## src/verilog/xbar_defines.svh

```systemverilog
`ifndef XBAR_DEFINES_SVH
`define XBAR_DEFINES_SVH

// Bus population
`define XBAR_NUM_MASTERS 4           // Masters sharing the bus
`define XBAR_NUM_SLAVES  4           // Slaves behind the bus

// Word sizes
`define XBAR_DATA_W      32          // Read and write data width
`define XBAR_ADDR_W      32          // Master address width

// Slave select field in the address
`define XBAR_SEL_HI      31          // Upper select bit
`define XBAR_SEL_LO      30          // Lower select bit

// Cycles with no grant after reset release
`define XBAR_INIT_DELAY  50

`endif

```

## src/verilog/xbar_pkg.sv

```systemverilog
`include "xbar_defines.svh"

package xbar_pkg;

	typedef enum logic {
		CMD_READ  = 1'b0,                                 // Fetch the slave word
		CMD_WRITE = 1'b1                                  // Store wdata in the slave
	} cmd_e;

	typedef logic [$clog2(`XBAR_NUM_MASTERS)-1:0] master_id_t;   // Master index
	typedef logic [$clog2(`XBAR_NUM_SLAVES)-1:0]  slave_id_t;    // Slave index

	// One master request as seen on the master port
	typedef struct packed {
		logic [`XBAR_ADDR_W-1:0] addr;                    // Top bits pick the slave
		cmd_e                    cmd;                     // Read or write
		logic [`XBAR_DATA_W-1:0] wdata;                   // Write payload
	} bus_req_t;

	typedef struct packed {
		cmd_e                    cmd;                     // Operation for the slave
		logic [`XBAR_DATA_W-1:0] wdata;                   // Data to store on a write
	} slave_req_t;

	// Granted transaction, arbiter to port stage
	typedef struct packed {
		master_id_t              mid;                     // Owner of the transaction
		logic [`XBAR_ADDR_W-1:0] addr;                    // Address as issued
		cmd_e                    cmd;
		logic [`XBAR_DATA_W-1:0] wdata;
	} xfer_t;

	typedef struct packed {
		master_id_t              mid;                     // Master to acknowledge
		cmd_e                    cmd;                     // Decides rdata capture
		logic [`XBAR_DATA_W-1:0] rdata;                   // Slave read word
	} done_t;

endpackage
```

## src/verilog/slave_port_ctrl.sv

```systemverilog
`include "xbar_defines.svh"

module slave_port_ctrl (
	input  logic                                          iClk,        // System clock
	input  logic                                          rst,         // Sync reset
	input  logic                                          xfer_valid,  // New grant
	input  xbar_pkg::xfer_t                               xfer,        // Granted request
	output logic [`XBAR_NUM_SLAVES-1:0]                   s_req,       // Request per slave
	output xbar_pkg::slave_req_t [`XBAR_NUM_SLAVES-1:0]   s_bus,       // Cmd and data per slave
	input  logic [`XBAR_NUM_SLAVES-1:0]                   s_ack,       // Ack per slave
	input  logic [`XBAR_NUM_SLAVES-1:0][`XBAR_DATA_W-1:0] s_rdata,     // Read word per slave
	output logic                                          done_valid,  // Target acked
	output xbar_pkg::done_t                               done         // Completed transaction
);

	xbar_pkg::slave_id_t  dec_slave;                     // Slave named by the address
	xbar_pkg::slave_id_t  target;                        // Slave currently requested
	xbar_pkg::master_id_t cur_mid;                       // Owner of the open request

	// Select 11 gives slave 0, 10 slave 1, 01 slave 2, 00 slave 3
	assign dec_slave = xbar_pkg::slave_id_t'(~xfer.addr[`XBAR_SEL_HI:`XBAR_SEL_LO]);

	// Only the target's ack counts, and only while its request is up
	assign done_valid = s_req[target] & s_ack[target];

	always_comb begin
		done.mid   = cur_mid;
		done.cmd   = s_bus[target].cmd;                  // Cmd still held on the port
		done.rdata = s_rdata[target];                    // Slave drives rdata with ack
	end

	always_ff @(posedge iClk) begin
		if (rst) begin
			s_req  <= '0;                                // No slave requested
			target <= '0;
		end else begin
			if (xfer_valid) begin
				s_req[dec_slave] <= 1'b1;                // Raise and hold until ack
				target           <= dec_slave;
			end else if (done_valid) begin
				s_req[target] <= 1'b0;                   // Drop after the ack is seen
			end
		end
	end

	// Payload toward the target, steady while s_req is high
	always_ff @(posedge iClk) begin
		if (xfer_valid) begin
			s_bus[dec_slave].cmd   <= xfer.cmd;
			s_bus[dec_slave].wdata <= xfer.wdata;
			cur_mid                <= xfer.mid;
		end
	end

endmodule

```

## config.mk

```make
export PLATFORM = sky130hd
export DESIGN_NAME = slave_port_ctrl
export DESIGN_NICKNAME = d
export VERILOG_FILES = /design/src/verilog/xbar_pkg.sv /design/src/verilog/slave_port_ctrl.sv
export VERILOG_INCLUDE_DIRS = /design/src /design/src/verilog
export SDC_FILE = /design/constraint.sdc
export NUM_CORES = 1
export LEC_CHECK = 0
export BUFFER_PORTS_ARGS = -buffer_cell sky130_fd_sc_hd__buf_2
export CORE_AREA = 2 2 146 148
export CTS_CLUSTER_SIZE = 40
export DETAILED_ROUTE_END_ITERATION = 8
export DIE_AREA = 0 0 148 150
export PLACE_DENSITY = 0.64
export SLEW_MARGIN = 0
export SYNTH_ARGS = -nofsm -noshare
export SYNTH_HDL_FRONTEND = slang
export SYNTH_SLANG_ARGS = --single-unit
```

## constraint.sdc

```tcl
create_clock -name iClk -period 4 [get_ports iClk]
set_input_delay 0.6 -clock iClk [delete_from_list [all_inputs] [get_ports iClk]]
set_output_delay 0.6 -clock iClk [all_outputs]
set_load 0.01 [all_outputs]
```

==> qor.yml, run 1 <==
routed_via_density: 4.51
end_kind: "output port"
drt.antenna.violating_nets: 0
cts.sinks: 140
chipHeight_um: 150
final_util: 0.415
dp_hpwl_mm: 13.5
min_period_ps: 2820
crit_path_top_delay_cell: "dfxtp_2"
clockRootBuffer: "clkbuf_16"
syn-mean-instance-area_um2: 16.8
max_stage_delay_ps: 650
netlist.area_leader.share: 0.664
grt_pass1_vias: 4480
worst_pin_slew_ps: 987
layout.nets: 905
vias: 4469
cts_resized: 0
multi_input_area_um2: 1740
whs_ps: 355
row_count: 53
io_pins: 374
diodes: 0
required_ps: 3400
yosysSeqAreaShare: 0.684
cp_num_buf_inv: 2
cts_tree: "done"
fmax_mhz: 354
syn_to_final_growth_pct: 41.5
h-tree-depth: 4
p_leak_nw: 3.37
syn_area_um2: 6060
yosys_warnings: 0
regArea_um2: 4150
skew_ps: 1.83
cts_setup_buffers: 0
synthTopCellsByArea: "edfxtp_1 (66%), mux4_2 (12%), and2_1 (10%), and3_1 (3.4%), dfxtp_1 (2.0%)"
fin_setup_tns_ps: 0
drc: 0
fillerInstances: 1974
antenna_found_initial: 1
ir_worst_vdd_mv: 0.290
gp_congestion: 0.714
critPathLaunch: "target[0]"
cts.path.max_buffers: 2
status: "finished clean"
synth.most_common_cell: "edfxtp_1"
grt_pass1_wl_mm: 27.1
path_delay_family: "flip-flops"
setup.worst_path.start_class: "flop"
hp-start: "xfer[66]"
setup_viol: 0
wl_mm: 19.3
syn-num-nets: 563
drv_slew: 0
initial_core_util: 0.293
grt_use_total: 0.169
fp.dieW_um: 148
ys_seq_elements: 140
rrSetupSlack_ps: 2620
synth_cell_types: 26
core_area_um2: 20700
path_clk_slew_ps: 60
worstHoldPathType: "input pin to flop"
drtIter0Drc: 185
cts_buffers: 17
die_area_um2: 22200
grt-ovfl-total: 0
grt_max_degree: 41
layout-drive-gt1-share: 0.588
clock_latency_ps: 420
path_cells: "buf_4 > mux4_2 > buf_2"
yosysTopAreaCell: "edfxtp_1"
async_reset_ff_frac: 0
worstReg2RegStart: "target[1]"
cap_viol_max_count: 0
ys.flop_type: "edfxtp_1"
ctsHoldBuffers: 0
crit_arrival_ps: 2220
max-slew-margin-rel: 0.342
critical_path_class: "flop to output port"
finalHoldViolCount: 0
first_pass_iters: 4
powerDensity_nw_per_um2: 434
port_buffers: 343
wire_per_inst_um: 19.4
path_max_fanout: 19
synth_common_cells: "edfxtp_1 (134), and2_1 (99), and3_1 (33), mux4_2 (33), clkbuf_1 (12)"
period_share: 0.706
synth_edf_count: 134
rsz0062_at_grt: "no"
syn_inst: 361
-- area by class of cell --
type	instances	share of cell area
sequential	140	0.483
timing repair buffer	350	0.206
multi-input combinational	193	0.202
clock buffer	17	0.0496
tap	275	0.0401
clock inverter	15	0.0177
inverter	1	0.000438
-- kinds of logic after synthesis --
logic type             share of synthesized area
and+or+nand+nor                            0.149
muxes                                      0.123
buffers and inverters                     0.0304
DFF                                        0.684
AOI/OAI and AO/OA                         0.0140
-- cells in the final DEF (no fill, tap or decap), drive strengths merged --
master,count
buf,350
edfxtp,134
and2,99
mux4,33
and3,33
clkbuf,17
inv,9
dfxtp,6
nand2,4
o21ai,4
a21oi,4
clkinvlp,4
nor2,3
and2b,2
nand3b,2
nand3,2
a211oi,2
clkinv,2
and3b,1
a311oi,1
a31oi,1
o31ai,1
a21o,1
bufinv,1
-- worst reg2reg max path: cells and delay by family, from the launching register on --
family,cells,cell delay (ps)
AO/OA/AOI/OAI,1,60
AND/OR/NAND/NOR,2,270
flip-flops,1,940
-- routing by layer --
layer / routed length [µm] / GRT usage
met1: 7330 / 0.196
met2: 10100 / 0.294
met3: 1580 / 0.0625
met4: 248 / 0.0462
met5: 13 / 0
-- power breakdown --
| part | leakage [nW] | internal, mW | switching, mW |
|---|---|---|---|
| logic | 1.98 | 0.221 | 0.229 |
| clock network | 0.274 | 0.878 | 0.680 |
| registers | 1.11 | 1.68 | 0.0333 |
-- sequential cells by signal, summed over array words and instances (netlist names) --
register  count
s_bus       132
cur_mid       2
target        2
s_req         4
-- path summary, 6_finish.rpt --
kind | endpoint | cells past startpoint
max | done[1] | 3
min | cur_mid[1] | 1
max reg2reg | s_req[3] | 3
min reg2reg | s_req[3] | 2
-- stage by stage --
| step | cells | setup slack, ps | power (mW) | instance area (µm²) |
|---|---|---|---|---|
| 6_report | 991 | 1180 | 3.72 | 8580 |
| 5_1_grt | 991 | 988 | 3.87 | 8580 |
| 4_1_cts | 991 | 1090 | 3.76 | 8580 |
| 3_5_place_dp | 959 | 1240 | 2.20 | 8000 |
| 3_3_place_gp | 959 | 1250 | 2.19 | 8000 |
| 2_1_floorplan | 361 | 1620 | 1.96 | 6060 |
No activity file was read; power rests on OpenSTA's default activity.
==> run 2: changes to the inputs <==
==> constraint.sdc (replaced) <==
create_clock -name iClk -period 2.8 [get_ports iClk]
set_input_delay 0.42 -clock iClk [delete_from_list [all_inputs] [get_ports iClk]]
set_output_delay 0.42 -clock iClk [all_outputs]
set_load 0.01 [all_outputs]
==> run 2 against run 1 <==
Net effect:
- clock-buffer cell count unchanged
- clock power rose by 43%
- final cell count is 0.81% higher
- final area increased by 0.90%
==> qor.yml, run 2 (synthesis results as in run 1) <==
grt_max_degree: 35
port_buffers: 343
hp-start: "xfer[65]"
worst_pin_slew_ps: 856
cap_viol_max_count: 0
setup.worst_path.start_class: "flop"
skew_ps: 2.51
worstReg2RegStart: "target[1]"
r2r_cells: 4
ctsHoldBuffers: 0
path_delay_family: "multiplexers"
setup_viol: 0
drc: 0
clock_latency_ps: 410
cts.sinks: 140
switching_share: 0.254
routed_via_density: 4.52
syn_to_final_growth_pct: 42.8
path_max_fanout: 17
io_pins: 374
reg2reg_to: "s_req[2]"
gp_congestion: 0.739
initial_core_util: 0.293
chipHeight_um: 150
grt_use_total: 0.167
cts_buffers: 17
wire_per_inst_um: 19.5
p_comb_frac: 0.124
max_stage_delay_ps: 560
p_switching_mw: 1.35
largest_register_ff_count: 132
p_leak_nw: 3.42
cts_resized: 0
layout.nets: 911
fillerInstances: 1982
clockRootBuffer: "clkbuf_16"
worstHoldPathType: "input pin to flop"
crit_path_top_delay_cell: "mux4_2"
cts.path.max_buffers: 2
min_period_ps: 2410
pwr-share-seq: 0.457
largest_register: "s_bus"
first_pass_iters: 5
fin_setup_tns_ps: 0
crit_arrival_ps: 1990
holdPathEnd: "cur_mid[0]"
critical_path_class: "flop to output port"
vias: 4518
p_int_mw: 3.98
status: "finished clean"
required_ps: 2380
final_cell_mix: "buf_2 (343), edfxtp_1 (134), and2_1 (96)"
fmax_mhz: 414
h-tree-depth: 4
drtIter0Drc: 181
drv_slew: 0
cts_setup_buffers: 0
power_frac_clock: 0.419
path_cells: "buf_4 > mux4_2 > buf_2"
row_count: 53
grt-ovfl-total: 0
core_area_um2: 20700
rsz0062_at_grt: "no"
ir_worst_vdd_mv: 0.397
period_share: 0.862
drt.antenna.violating_nets: 0
finalHoldViolCount: 0
antenna_found_initial: 2
max-slew-margin-rel: 0.429
final_common_cell: "buf_2"
grt_pass1_vias: 4494
dp_hpwl_mm: 13.9
min_path_cells: 1
die_area_um2: 22200
grt_pass1_wl_mm: 27.1
layout-drive-gt1-share: 0.593
final_util: 0.418
path_clk_slew_ps: 60
fp.dieW_um: 148
reg_top3: "s_bus x132, s_req x4"
cp_num_buf_inv: 2
powerDensity_nw_per_um2: 616
rrSetupSlack_ps: 1310
cts_tree: "done"
end_kind: "output port"
wl_mm: 19.4
[run 2: power groups by stage]
| stage | clock network [mW] | registers [mW] | logic (mW) |
|---|---|---|---|
| 3_5_place_dp | 0 | 2.48 | 0.672 |
| 5_1_grt | 2.35 | 2.45 | 0.716 |
| 2_1_floorplan | 0 | 2.52 | 0.280 |
| 3_3_place_gp | 0 | 2.48 | 0.662 |
| 4_1_cts | 2.28 | 2.44 | 0.673 |
| 6_report | 2.23 | 2.44 | 0.661 |
[run 2: worst max path at each step]
stage / start / to / slack [ps] / cells after the start
2_1_floorplan: xfer[63] / s_bus[100] / 600 / 4
3_3_place_gp: xfer[64] / s_bus[65] / 770 / 4
6_report: target[0] / done[24] / 390 / 3
3_5_place_dp: xfer[64] / s_bus[47] / 740 / 4
4_1_cts: target[0] / done[24] / 340 / 3
5_1_grt: target[0] / done[24] / 250 / 3
[run 2: worst register-to-register path, stage by stage, from the launching register on]
cell and delay (ps):
dfxtp_2 890, buf_4 290, nand3b_1 80, nand2_1 70, a21oi_1 60
[run 2: stage by stage]
stage	hold WS, ps	power (mW)	setup WS (ps)	std cells	cell area, µm²
final	190	5.33	386	999	8650
after detailed placement	489	3.16	736	965	8070
after global placement	479	3.14	774	965	8070
after floorplan	489	2.80	598	361	6060
after CTS	160	5.40	335	997	8650
after global routing	163	5.52	249	999	8650
[run 2: area by class of cell]
cell class / instances / area (µm²) / area share
antenna: 2 / 5.00 / 0.000578
clock buffer: 17 / 425 / 0.0492
clock inverter: 15 / 154 / 0.0178
inverter: 1 / 3.75 / 0.000434
multi-input combinational: 193 / 1740 / 0.201
sequential: 140 / 4150 / 0.479
tap: 275 / 344 / 0.0398
timing repair buffer: 356 / 1840 / 0.213
[run 2: metal layers]
layer | up-vias | share of wire | wire (µm) | track usage
met5 | - | 0 | 0 | 0
met3 | 16 | 0.082 | 1600 | 0.0570
li1 | 2066 | - | - | -
met4 | 0 | 0.011 | 205 | 0.0557
met2 | 213 | 0.52 | 10000 | 0.289
met1 | 2223 | 0.39 | 7610 | 0.196
