===== config.mk =====
export PLATFORM = sky130hd
export DESIGN_NAME = response_return
export DESIGN_NICKNAME = d
export VERILOG_FILES = /design/src/verilog/xbar_pkg.sv /design/src/verilog/response_return.sv
export VERILOG_INCLUDE_DIRS = /design/src /design/src/verilog
export SDC_FILE = /design/constraint.sdc
export NUM_CORES = 1
export LEC_CHECK = 0
export BUFFER_PORTS_ARGS = -buffer_cell sky130_fd_sc_hd__buf_2
export CAP_MARGIN = 20
export CELL_PAD_IN_SITES_DETAIL_PLACEMENT = 0
export CELL_PAD_IN_SITES_GLOBAL_PLACEMENT = 1
export CORE_MARGIN = 2
export CORE_UTILIZATION = 38
export DETAILED_ROUTE_END_ITERATION = 7
export GPL_ROUTABILITY_DRIVEN = 0
export PLACE_DENSITY = 0.77
export SYNTH_ARGS = -nofsm -noshare
export SYNTH_HDL_FRONTEND = slang
export SYNTH_SLANG_ARGS = --single-unit

===== constraint.sdc =====
create_clock -name iClk -period 1.8 [get_ports iClk]
set_clock_uncertainty 0.15 [all_clocks]
set_input_delay 0.09 -clock iClk [delete_from_list [all_inputs] [get_ports iClk]]
set_output_delay 0.09 -clock iClk [all_outputs]
set_load 0.01 [all_outputs]

===== src/verilog/xbar_defines.svh =====
`ifndef XBAR_DEFINES_SVH
`define XBAR_DEFINES_SVH

// Bus population
`define XBAR_NUM_MASTERS 4           // Masters sharing the bus
`define XBAR_NUM_SLAVES  4           // Slaves behind the bus

// Word sizes
`define XBAR_DATA_W      32          // Read and write data width
`define XBAR_ADDR_W      32          // Master address width

// Slave select field in the address
`define XBAR_SEL_HI      31          // Upper select bit
`define XBAR_SEL_LO      30          // Lower select bit

// Cycles with no grant after reset release
`define XBAR_INIT_DELAY  50

`endif


===== src/verilog/xbar_pkg.sv =====
`include "xbar_defines.svh"

package xbar_pkg;

	typedef enum logic {
		CMD_READ  = 1'b0,                                 // Fetch the slave word
		CMD_WRITE = 1'b1                                  // Store wdata in the slave
	} cmd_e;

	typedef logic [$clog2(`XBAR_NUM_MASTERS)-1:0] master_id_t;   // Master index
	typedef logic [$clog2(`XBAR_NUM_SLAVES)-1:0]  slave_id_t;    // Slave index

	// One master request as seen on the master port
	typedef struct packed {
		logic [`XBAR_ADDR_W-1:0] addr;                    // Top bits pick the slave
		cmd_e                    cmd;                     // Read or write
		logic [`XBAR_DATA_W-1:0] wdata;                   // Write payload
	} bus_req_t;

	typedef struct packed {
		cmd_e                    cmd;                     // Operation for the slave
		logic [`XBAR_DATA_W-1:0] wdata;                   // Data to store on a write
	} slave_req_t;

	// Granted transaction, arbiter to port stage
	typedef struct packed {
		master_id_t              mid;                     // Owner of the transaction
		logic [`XBAR_ADDR_W-1:0] addr;                    // Address as issued
		cmd_e                    cmd;
		logic [`XBAR_DATA_W-1:0] wdata;
	} xfer_t;

	typedef struct packed {
		master_id_t              mid;                     // Master to acknowledge
		cmd_e                    cmd;                     // Decides rdata capture
		logic [`XBAR_DATA_W-1:0] rdata;                   // Slave read word
	} done_t;

endpackage

===== src/verilog/response_return.sv =====
`include "xbar_defines.svh"

module response_return (
	input  logic                                           iClk,        // System clock
	input  logic                                           rst,         // Sync reset
	input  logic                                           done_valid,  // Slave finished
	input  xbar_pkg::done_t                                done,        // Completed transaction
	output logic [`XBAR_NUM_MASTERS-1:0]                   m_ack,       // Ack pulse per master
	output logic [`XBAR_NUM_MASTERS-1:0][`XBAR_DATA_W-1:0] m_rdata,     // Held read word
	output logic                                           arb_release  // Frees the arbiter
);

	logic is_read;                                       // Done transaction was a read

	assign is_read = (done.cmd == xbar_pkg::CMD_READ);

	always_ff @(posedge iClk) begin
		if (rst) begin
			m_ack       <= '0;
			m_rdata     <= '0;                           // Read registers start at zero
			arb_release <= 1'b0;
		end else begin
			m_ack       <= '0;                           // Acks are single-cycle
			arb_release <= done_valid;                   // Same cycle as the ack
			if (done_valid) begin
				m_ack[done.mid] <= 1'b1;
				if (is_read) begin
					m_rdata[done.mid] <= done.rdata;     // Writes keep the old word
				end
			end
		end
	end

endmodule


==> results.md, run 1 <==
* Worst reg2reg path startpoint: m_rdata[102]$_SDFFE_PP0P_
* Drt wl/cell at 14.7 um
* Antenna Cells at 0
* CTS root buffer: clkbuf_16
* Post-DRT Antenna Nets at 0
* Data arrival time of the worst path at 1.84 ns
* Most frequent cells in the layout: buf_2, nand2b_1, dfxtp_1, mux2i_1, dlygate4sd3_1
* Grt total ovfl at 0
* Synth warnings at 0
* Gate power share at 7.1%
* Top post-synthesis cells by area: dfxtp_1, mux2i_1, nand2b_1
* Count of port buffers added during placement at 170
* DRT Pass-1 Iters at 4
* Critical Path End: m_ack[0]$_SDFF_PP0_
* Adder-Cell Fraction of Synth Area at 0%
* Max Cap Viol at 0
* Commonest non-fill, non-tap cell in the layout: buf_2
* Syn_nets at 504
* Final setup fails at 0
* Leak at 3.74 nW
* Die area at 14700 um2
* CP Launch Type: input port
* Synth Area per Inst at 11.2 um2
* Slew headroom at 61.2%
* Proportion of synthesized area in mux cells at 24.6%
* Worst R2R Setup Slack at 1.01 ns
* CTS buffer count at 17
* Share of Yosys cell area claimed by the top area cell type at 51.0%
* Min Tclk post-route at 1.62 ns
* Initial antenna violation count at 0
* Area occupied by multi-input gates at 2420 um2
* Worst R2R Path Depth at 2
* Setup_tns at 0 ns
* Hold Crit Class: in2reg
* Crit path launch: done_valid
* Deepest clock path buffer count at 2
* Io pins at 171
* Share of layout cells above drive strength 1 at 31.3%
* Clock share of power at 49.9%
* TritonCTS Sinks at 133
* Seq pwr share at 43.1%
* CTS tree: done
* Int Pwr at 0.00557 W
* Worst vdd ir at 0.000554 V
* Worst skew pair latency at 0.42 ns
* Final hold viol count at 0
* Worst-margin pin slew at 0.581 ns
* Reg clk slew, reported paths at 0.05 ns
* Die Height at 121 um
* CP Data Required Time at 2.01 ns
* Main combinational cell family by area after synthesis: multiplexers
* Crit path kind: in2reg
* FF+latch count, synth at 133
* P_sw at 0.00151 W
* Die Width at 121 um
* Simple-Gate Fraction of Synth Area at 21.3%
* DRC Markers at 0
* Pwr dens at 980 nW/um2
* Starting Density at 39.1%
* Post-synthesis compound-gate area fraction at 0%
* Cells after Synth at 466
* Drt total wl at 12.5 mm
* Worst R2R End: m_rdata[102]$_SDFFE_PP0P_
* Row count at 42
* Seq/Total Area, Yosys at 51.0%
* Hpwl dp at 7.82 mm
* Max Fclk at 616 MHz
* Final Power at 0.00708 W
* Synth area leader: dfxtp_1
* Mapped cell area at 5220 um2
* Area Overhead vs Synth at 38.4%
* Vias per cell at 4.49
* CP max FO at 7
* Core Footprint at 13300 um2
* Pins Over Slew Limit at 0
* Sw Ratio at 21.3%
* Synth cell types at 16
* XOR/XNOR Fraction of Synth Area at 0%
* Fin crit share at 90.1%
* RSZ-0062 raised after global routing: false
* H-tree Lvls at 4
* CP endpoint kind: register
* First-pass GRT wire length at 19.8 mm
* NumNets Final at 700
* Pin count of the biggest net entering global routing at 162
* Via count at 3824
* DR iter-0 viols at 181
* # resized after CTS at 0
* Register Area at 2660 um2
* Outcome: completed
* GRT Overall Usage at 17.5%
* Vias in the first global route at 3928
* Filler cell count at 1187
-- state kept, by name (all words and copies together) (netlist names) --
| register | flops |
|---|---|
| m_ack | 4 |
| m_rdata | 128 |
| arb_release | 1 |
-- metrics by stage --
step / cell area (um2) / hold slack (ns) / setup WS, ns / util (%) / std cells
after floorplan: 5220 / 0.132 / 0.499 / - / 466
after global placement: 6250 / 0.254 / 0.432 / 46.8 / 783
after detailed placement: 6250 / 0.278 / 0.400 / 46.8 / 783
after CTS: 7220 / 0.0701 / 0.203 / 54.1 / 851
after global routing: 7220 / 0.0942 / 0.137 / 54.1 / 851
final: 7220 / 0.0936 / 0.178 / 54.1 / 851
-- what timing repair did --
action / CTS / global route
endpoints found under the hold margin: 133 / 0
buffers inserted: 0 / 0
hold buffers: 36 / 0
-- cells by family (layout without fill, tap and decap cells) --
kind of cell / count (synthesis) / after routing
simple gates: 171 / 171
buf+inv: 34 / 243
flops: 133 / 133
mux: 128 / 128
-- power groups by stage --
stage	Sequential (W)	Clock [W]	Combinational (W)
after detailed placement	0.00311	0	0.000444
after global placement	0.00311	0	0.000436
final	0.00305	0.00353	0.000500
after global routing	0.00305	0.00377	0.000544
after CTS	0.00305	0.00361	0.000504
after floorplan	0.00314	0	0.000242
-- worst max-delay path: stages --
cell and delay (ns):
dlygate4sd3_1 0.53, buf_2 0.19, nor2b_1 0.27, nor3b_1 0.20, dlygate4sd3_1 0.56
-- layout make-up --
class                   count  area share (%)
clock buffers              25            7.28
clock inverters             7            1.26
well taps                 176            3.05
repair buffers            211            18.0
multi-input cells         299            33.5
flip-flops and latches    133            36.9
-- worst min-delay path by stage --
stage	startpoint	end	slack, ns	cells past startpoint
after floorplan	done[33]	m_ack[0]$_SDFF_PP0_	0.13	2
after global placement	done[33]	m_ack[0]$_SDFF_PP0_	0.25	2
after detailed placement	done[1]	m_rdata[65]$_SDFFE_PP0P_	0.28	3
after CTS	done[32]	m_rdata[8]$_SDFFE_PP0P_	0.07	4
after global routing	done[32]	m_rdata[19]$_SDFFE_PP0P_	0.09	4
final	done[32]	m_rdata[19]$_SDFFE_PP0P_	0.09	4
-- synthesized netlist by cell type --
| cell | number |
|---|---|
| nand4bb_1 | 2 |
| nor3b_1 | 1 |
| and4bb_2 | 1 |
| and3b_1 | 2 |
| buf_2 | 10 |
| and3_1 | 1 |
| buf_6 | 2 |
| or4b_4 | 1 |
| nand2b_1 | 160 |
| clkbuf_1 | 20 |
| dfxtp_1 | 133 |
| buf_4 | 2 |
| nand4b_1 | 1 |
| nor4b_2 | 1 |
| mux2i_1 | 128 |
| nor2b_1 | 1 |
-- metal layers --
layer / vias up / global-route usage (%) / routed length [um]
met5: - / 0 / 0
met4: 0 / 8.33 / 269
met3: 15 / 5.45 / 736
met2: 114 / 26.6 / 5740
met1: 1768 / 22.7 / 5730
li1: 1927 / - / -
No activity file was read; power rests on OpenSTA's default activity.
==> run 2, diff against run 1 <==
--- a/config.mk
+++ b/config.mk
@@ -6,15 +6,16 @@
 export SDC_FILE = /design/constraint.sdc
 export NUM_CORES = 1
 export LEC_CHECK = 0
+export ABC_AREA = 1
 export BUFFER_PORTS_ARGS = -buffer_cell sky130_fd_sc_hd__buf_2
 export CAP_MARGIN = 20
 export CELL_PAD_IN_SITES_DETAIL_PLACEMENT = 0
 export CELL_PAD_IN_SITES_GLOBAL_PLACEMENT = 1
 export CORE_MARGIN = 2
-export CORE_UTILIZATION = 38
+export CORE_UTILIZATION = 35
 export DETAILED_ROUTE_END_ITERATION = 7
 export GPL_ROUTABILITY_DRIVEN = 0
-export PLACE_DENSITY = 0.77
+export PLACE_DENSITY = 0.78
 export SYNTH_ARGS = -nofsm -noshare
 export SYNTH_HDL_FRONTEND = slang
 export SYNTH_SLANG_ARGS = --single-unit
==> results.md, run 2 <==
* Outcome: completed
* H-tree Lvls at 4 (unchanged)
* Share of layout cells above drive strength 1 at 23.5% (-7.8 points)
* Worst path max stage delay at 0.55 ns (about the same)
* Worst-margin pin slew at 0.554 ns (-0.0275 ns)
* Reg clk slew, reported paths at 0.05 ns (about the same)
* Synth area leader: dfxtp_1
* Row count at 44 (+4.8%)
* NumNets Final at 978 (+40%)
* Biggest register: m_rdata
* Initial antenna violation count at 0 (unchanged)
* Vias per cell at 4.67 (+3.9%)
* Hold Path Stages at 5 (+1)
* DRT Pass-1 Iters at 5 (+1)
* Via count at 5308 (+39%)
* Syn_nets at 793 (+57%)
* Post-DP Area at 6300 um2 (+0.88%)
* Setup_tns at 0 ns (unchanged)
* Io pins at 171 (unchanged)
* Crit path kind: in2reg
* Final setup fails at 0 (unchanged)
* Worst path cell trace: dlygate4sd3_1 -> buf_2 -> inv_4 -> nand2_2 -> nor3_1 -> dlygate4sd3_1
* Final hold viol count at 0 (unchanged)
* DRC Markers at 0 (unchanged)
* TritonCTS Sinks at 133 (unchanged)
* FF+latch count, synth at 133 (unchanged)
* Filler cell count at 1509 (+27%)
* Worst R2R End: m_rdata[15]$_SDFFE_PP0P_
* CP Launch Type: input port
* Starting Density at 36.1% (-3.0 points)
* Hpwl dp at 10.4 mm (+33%)
* Post-synth EDFFs at 0 (unchanged)
* Synth async-reset ratio at 0% (unchanged)
* Count of port buffers added during placement at 170 (unchanged)
* Post-DRT Antenna Nets at 0 (unchanged)
* GRT Overall Usage at 19.8% (+2.2 points)
* Slew headroom at 63.1% (+1.8 points)
* Die area at 16100 um2 (+9.6%)
* Largest regs: m_rdata: 128 flops, m_ack: 4 flops, arb_release: 1 flops
* Top Family by Delay on Critical Path: buffers and inverters
* Fin crit share at 93.4% (+3.2 points)
* DR iter-0 viols at 382 (+110%)
* Worst skew pair latency at 0.41 ns (about the same)
* Area Overhead vs Synth at 38.5% (about the same)
* Seq/Total Area, Yosys at 50.4% (-0.64 points)
* Worst vdd ir at 0.000627 V (+13%)
* Worst Path Buf+Inv at 4 (+1)
* Largest register FFs at 128 (unchanged)
* Final Power at 0.00754 W (+6.5%)
* Leak at 3.62 nW (-3.2%)
* RSZ-0062 raised after global routing: false
* Max Cap Viol at 0 (unchanged)
* Max Fclk at 595 MHz (-3.5%)
* First-pass GRT wire length at 25.0 mm (+26%)
* Most frequent cell after synthesis: nor2_1
* Top_reg_cell synth: dfxtp_1
* Endpoint, Worst Hold: m_rdata[29]$_SDFFE_PP0P_
* Pwr dens at 1030 nW/um2 (+5.2%)
* Core Footprint at 14600 um2 (+9.7%)
* CTS buffer count at 17 (unchanged)
* CP Data Required Time at 2.01 ns (about the same)
* Synth cell types at 13 (-3)
* Worst R2R Path Depth at 2 (unchanged)
* Die Width at 127 um (+4.7%)
* Pins Over Slew Limit at 0 (unchanged)
* Die Height at 127 um (+4.7%)
* Most frequent cells in the layout: nor2_1, buf_2, dfxtp_1, nand2_1, nand3_1
* Pin count of the biggest net entering global routing at 129 (-20%)
* Vias in the first global route at 4755 (+21%)
* CP endpoint kind: register
* Drt total wl at 15.8 mm (+27%)
* Deepest clock path buffer count at 2 (unchanged)
* Hold Crit Start: done[32]
* Worst reg2reg path startpoint: m_rdata[15]$_SDFFE_PP0P_
* Antenna Cells at 0 (unchanged)
* Mapped cell area at 5280 um2 (+1.3%)
* Drt wl/cell at 13.9 um (-5.2%)
* Commonest non-fill, non-tap cell in the layout: nor2_1
* CTS root buffer: clkbuf_16
* Cells after Synth at 755 (+62%)
* CP max FO at 25 (+18)
* Grt total ovfl at 0 (unchanged)
* Fin worst setup slack at 0.119 ns (-0.0584 ns)
* Most common cell on crit path: dlygate4sd3_1
* Data arrival time of the worst path at 1.89 ns (+0.05 ns)
* Synth cell count leaders: nor2_1, dfxtp_1, nand2_1
* Hold Crit Class: in2reg
* CTS tree: done
* Synth Area per Inst at 7.00 um2 (-37%)
* Share of Yosys cell area claimed by the top area cell type at 50.4% (-0.64 points)
* Min Tclk post-route at 1.68 ns (+0.0584 ns)
* Post-CTS Setup Inserts at 0 (unchanged)
* Slowest cell on crit path: dlygate4sd3_1
* Worst R2R Setup Slack at 1.05 ns (+0.04 ns)
* Top post-synthesis cells by area: dfxtp_1, nor2_1, nand3_1
* Synth warnings at 0 (unchanged)
* Finished Cell Area at 7320 um2 (+1.3%)
* Setup WS pre-CTS at 0.431 ns (+0.0312 ns)
-- run 2: cell count changes in the layout (fill, tap and decap cells not counted), sizes merged, moves of 2 or more --
cell and delta:
nand4bb -2, nand2b -160, and3b -2, nor2 +234
mux2i -128, nand3 +128, a21oi +32, nand2 +133
inv +39, buf +8, dlygate4sd3 +2
-- run 2: worst max path at each step --
stage | start | slack (ns) | cells after the start | end
final | rst | 0.12 | 6 | m_ack[0]$_SDFF_PP0_
after global routing | rst | 0.06 | 6 | m_ack[0]$_SDFF_PP0_
after CTS | rst | 0.05 | 6 | m_ack[0]$_SDFF_PP0_
after detailed placement | done_valid | 0.43 | 7 | m_rdata[25]$_SDFFE_PP0P_
after global placement | done_valid | 0.45 | 7 | m_rdata[104]$_SDFFE_PP0P_
after floorplan | done_valid | 0.76 | 7 | m_rdata[0]$_SDFFE_PP0P_
-- run 2: metrics by stage --
| stage | hold slack [ns] | util (%) | cells |
|---|---|---|---|
| after floorplan | 0.0168 | - | 755 |
| after global placement | 0.231 | 43.0 | 1067 |
| after detailed placement | 0.224 | 43.0 | 1067 |
| after CTS | 0.152 | 49.9 | 1137 |
| after global routing | 0.191 | 50.0 | 1137 |
| final | 0.177 | 50.0 | 1137 |
-- run 2: where the power goes --
part	leakage, nW	internal, W	switching [W]
logic	2.23	0.000309	0.000478
registers	1.08	0.00305	0.0000515
clock network	0.309	0.00240	0.00125
-- run 2: layout make-up --
cell class                 instances  area, um2  area share [%]
sequential                       133       2660            36.4
multi-input combinational        528       2210            30.3
timing repair buffer             221       1430            19.5
clock buffer                      25        515            7.05
tap                              184        230            3.15
inverter                          39        149            2.04
clock inverter                     7        116            1.59
-- run 2: logic make-up after synthesis --
group,share of synthesized area [%]
and+or+nand+nor,38.6
DFF,50.4
buffers and inverters,7.96
AOI/OAI and AO/OA,3.03
-- run 2: timing repair --
action | in CTS | in global routing
gates resized for setup | 0 | 1
hold buffers | 38 | 0
endpoints found under the hold margin | 133 | 0
endpoints found under the setup margin | 0 | 2
-- run 2: worst reg2reg max path, cell delays in order (launching register included) --
cell     delay [ns]
dfxtp_1        0.32
a21oi_1        0.12
nor2_1         0.06
-- run 2: metal layers --
layer	global-route usage [%]	up-vias	wire length (um)
li1	-	2731	-
met1	27.3	2378	7490
met2	29.5	179	6890
met4	7.89	0	308
met3	5.15	20	1110
met5	0	-	0
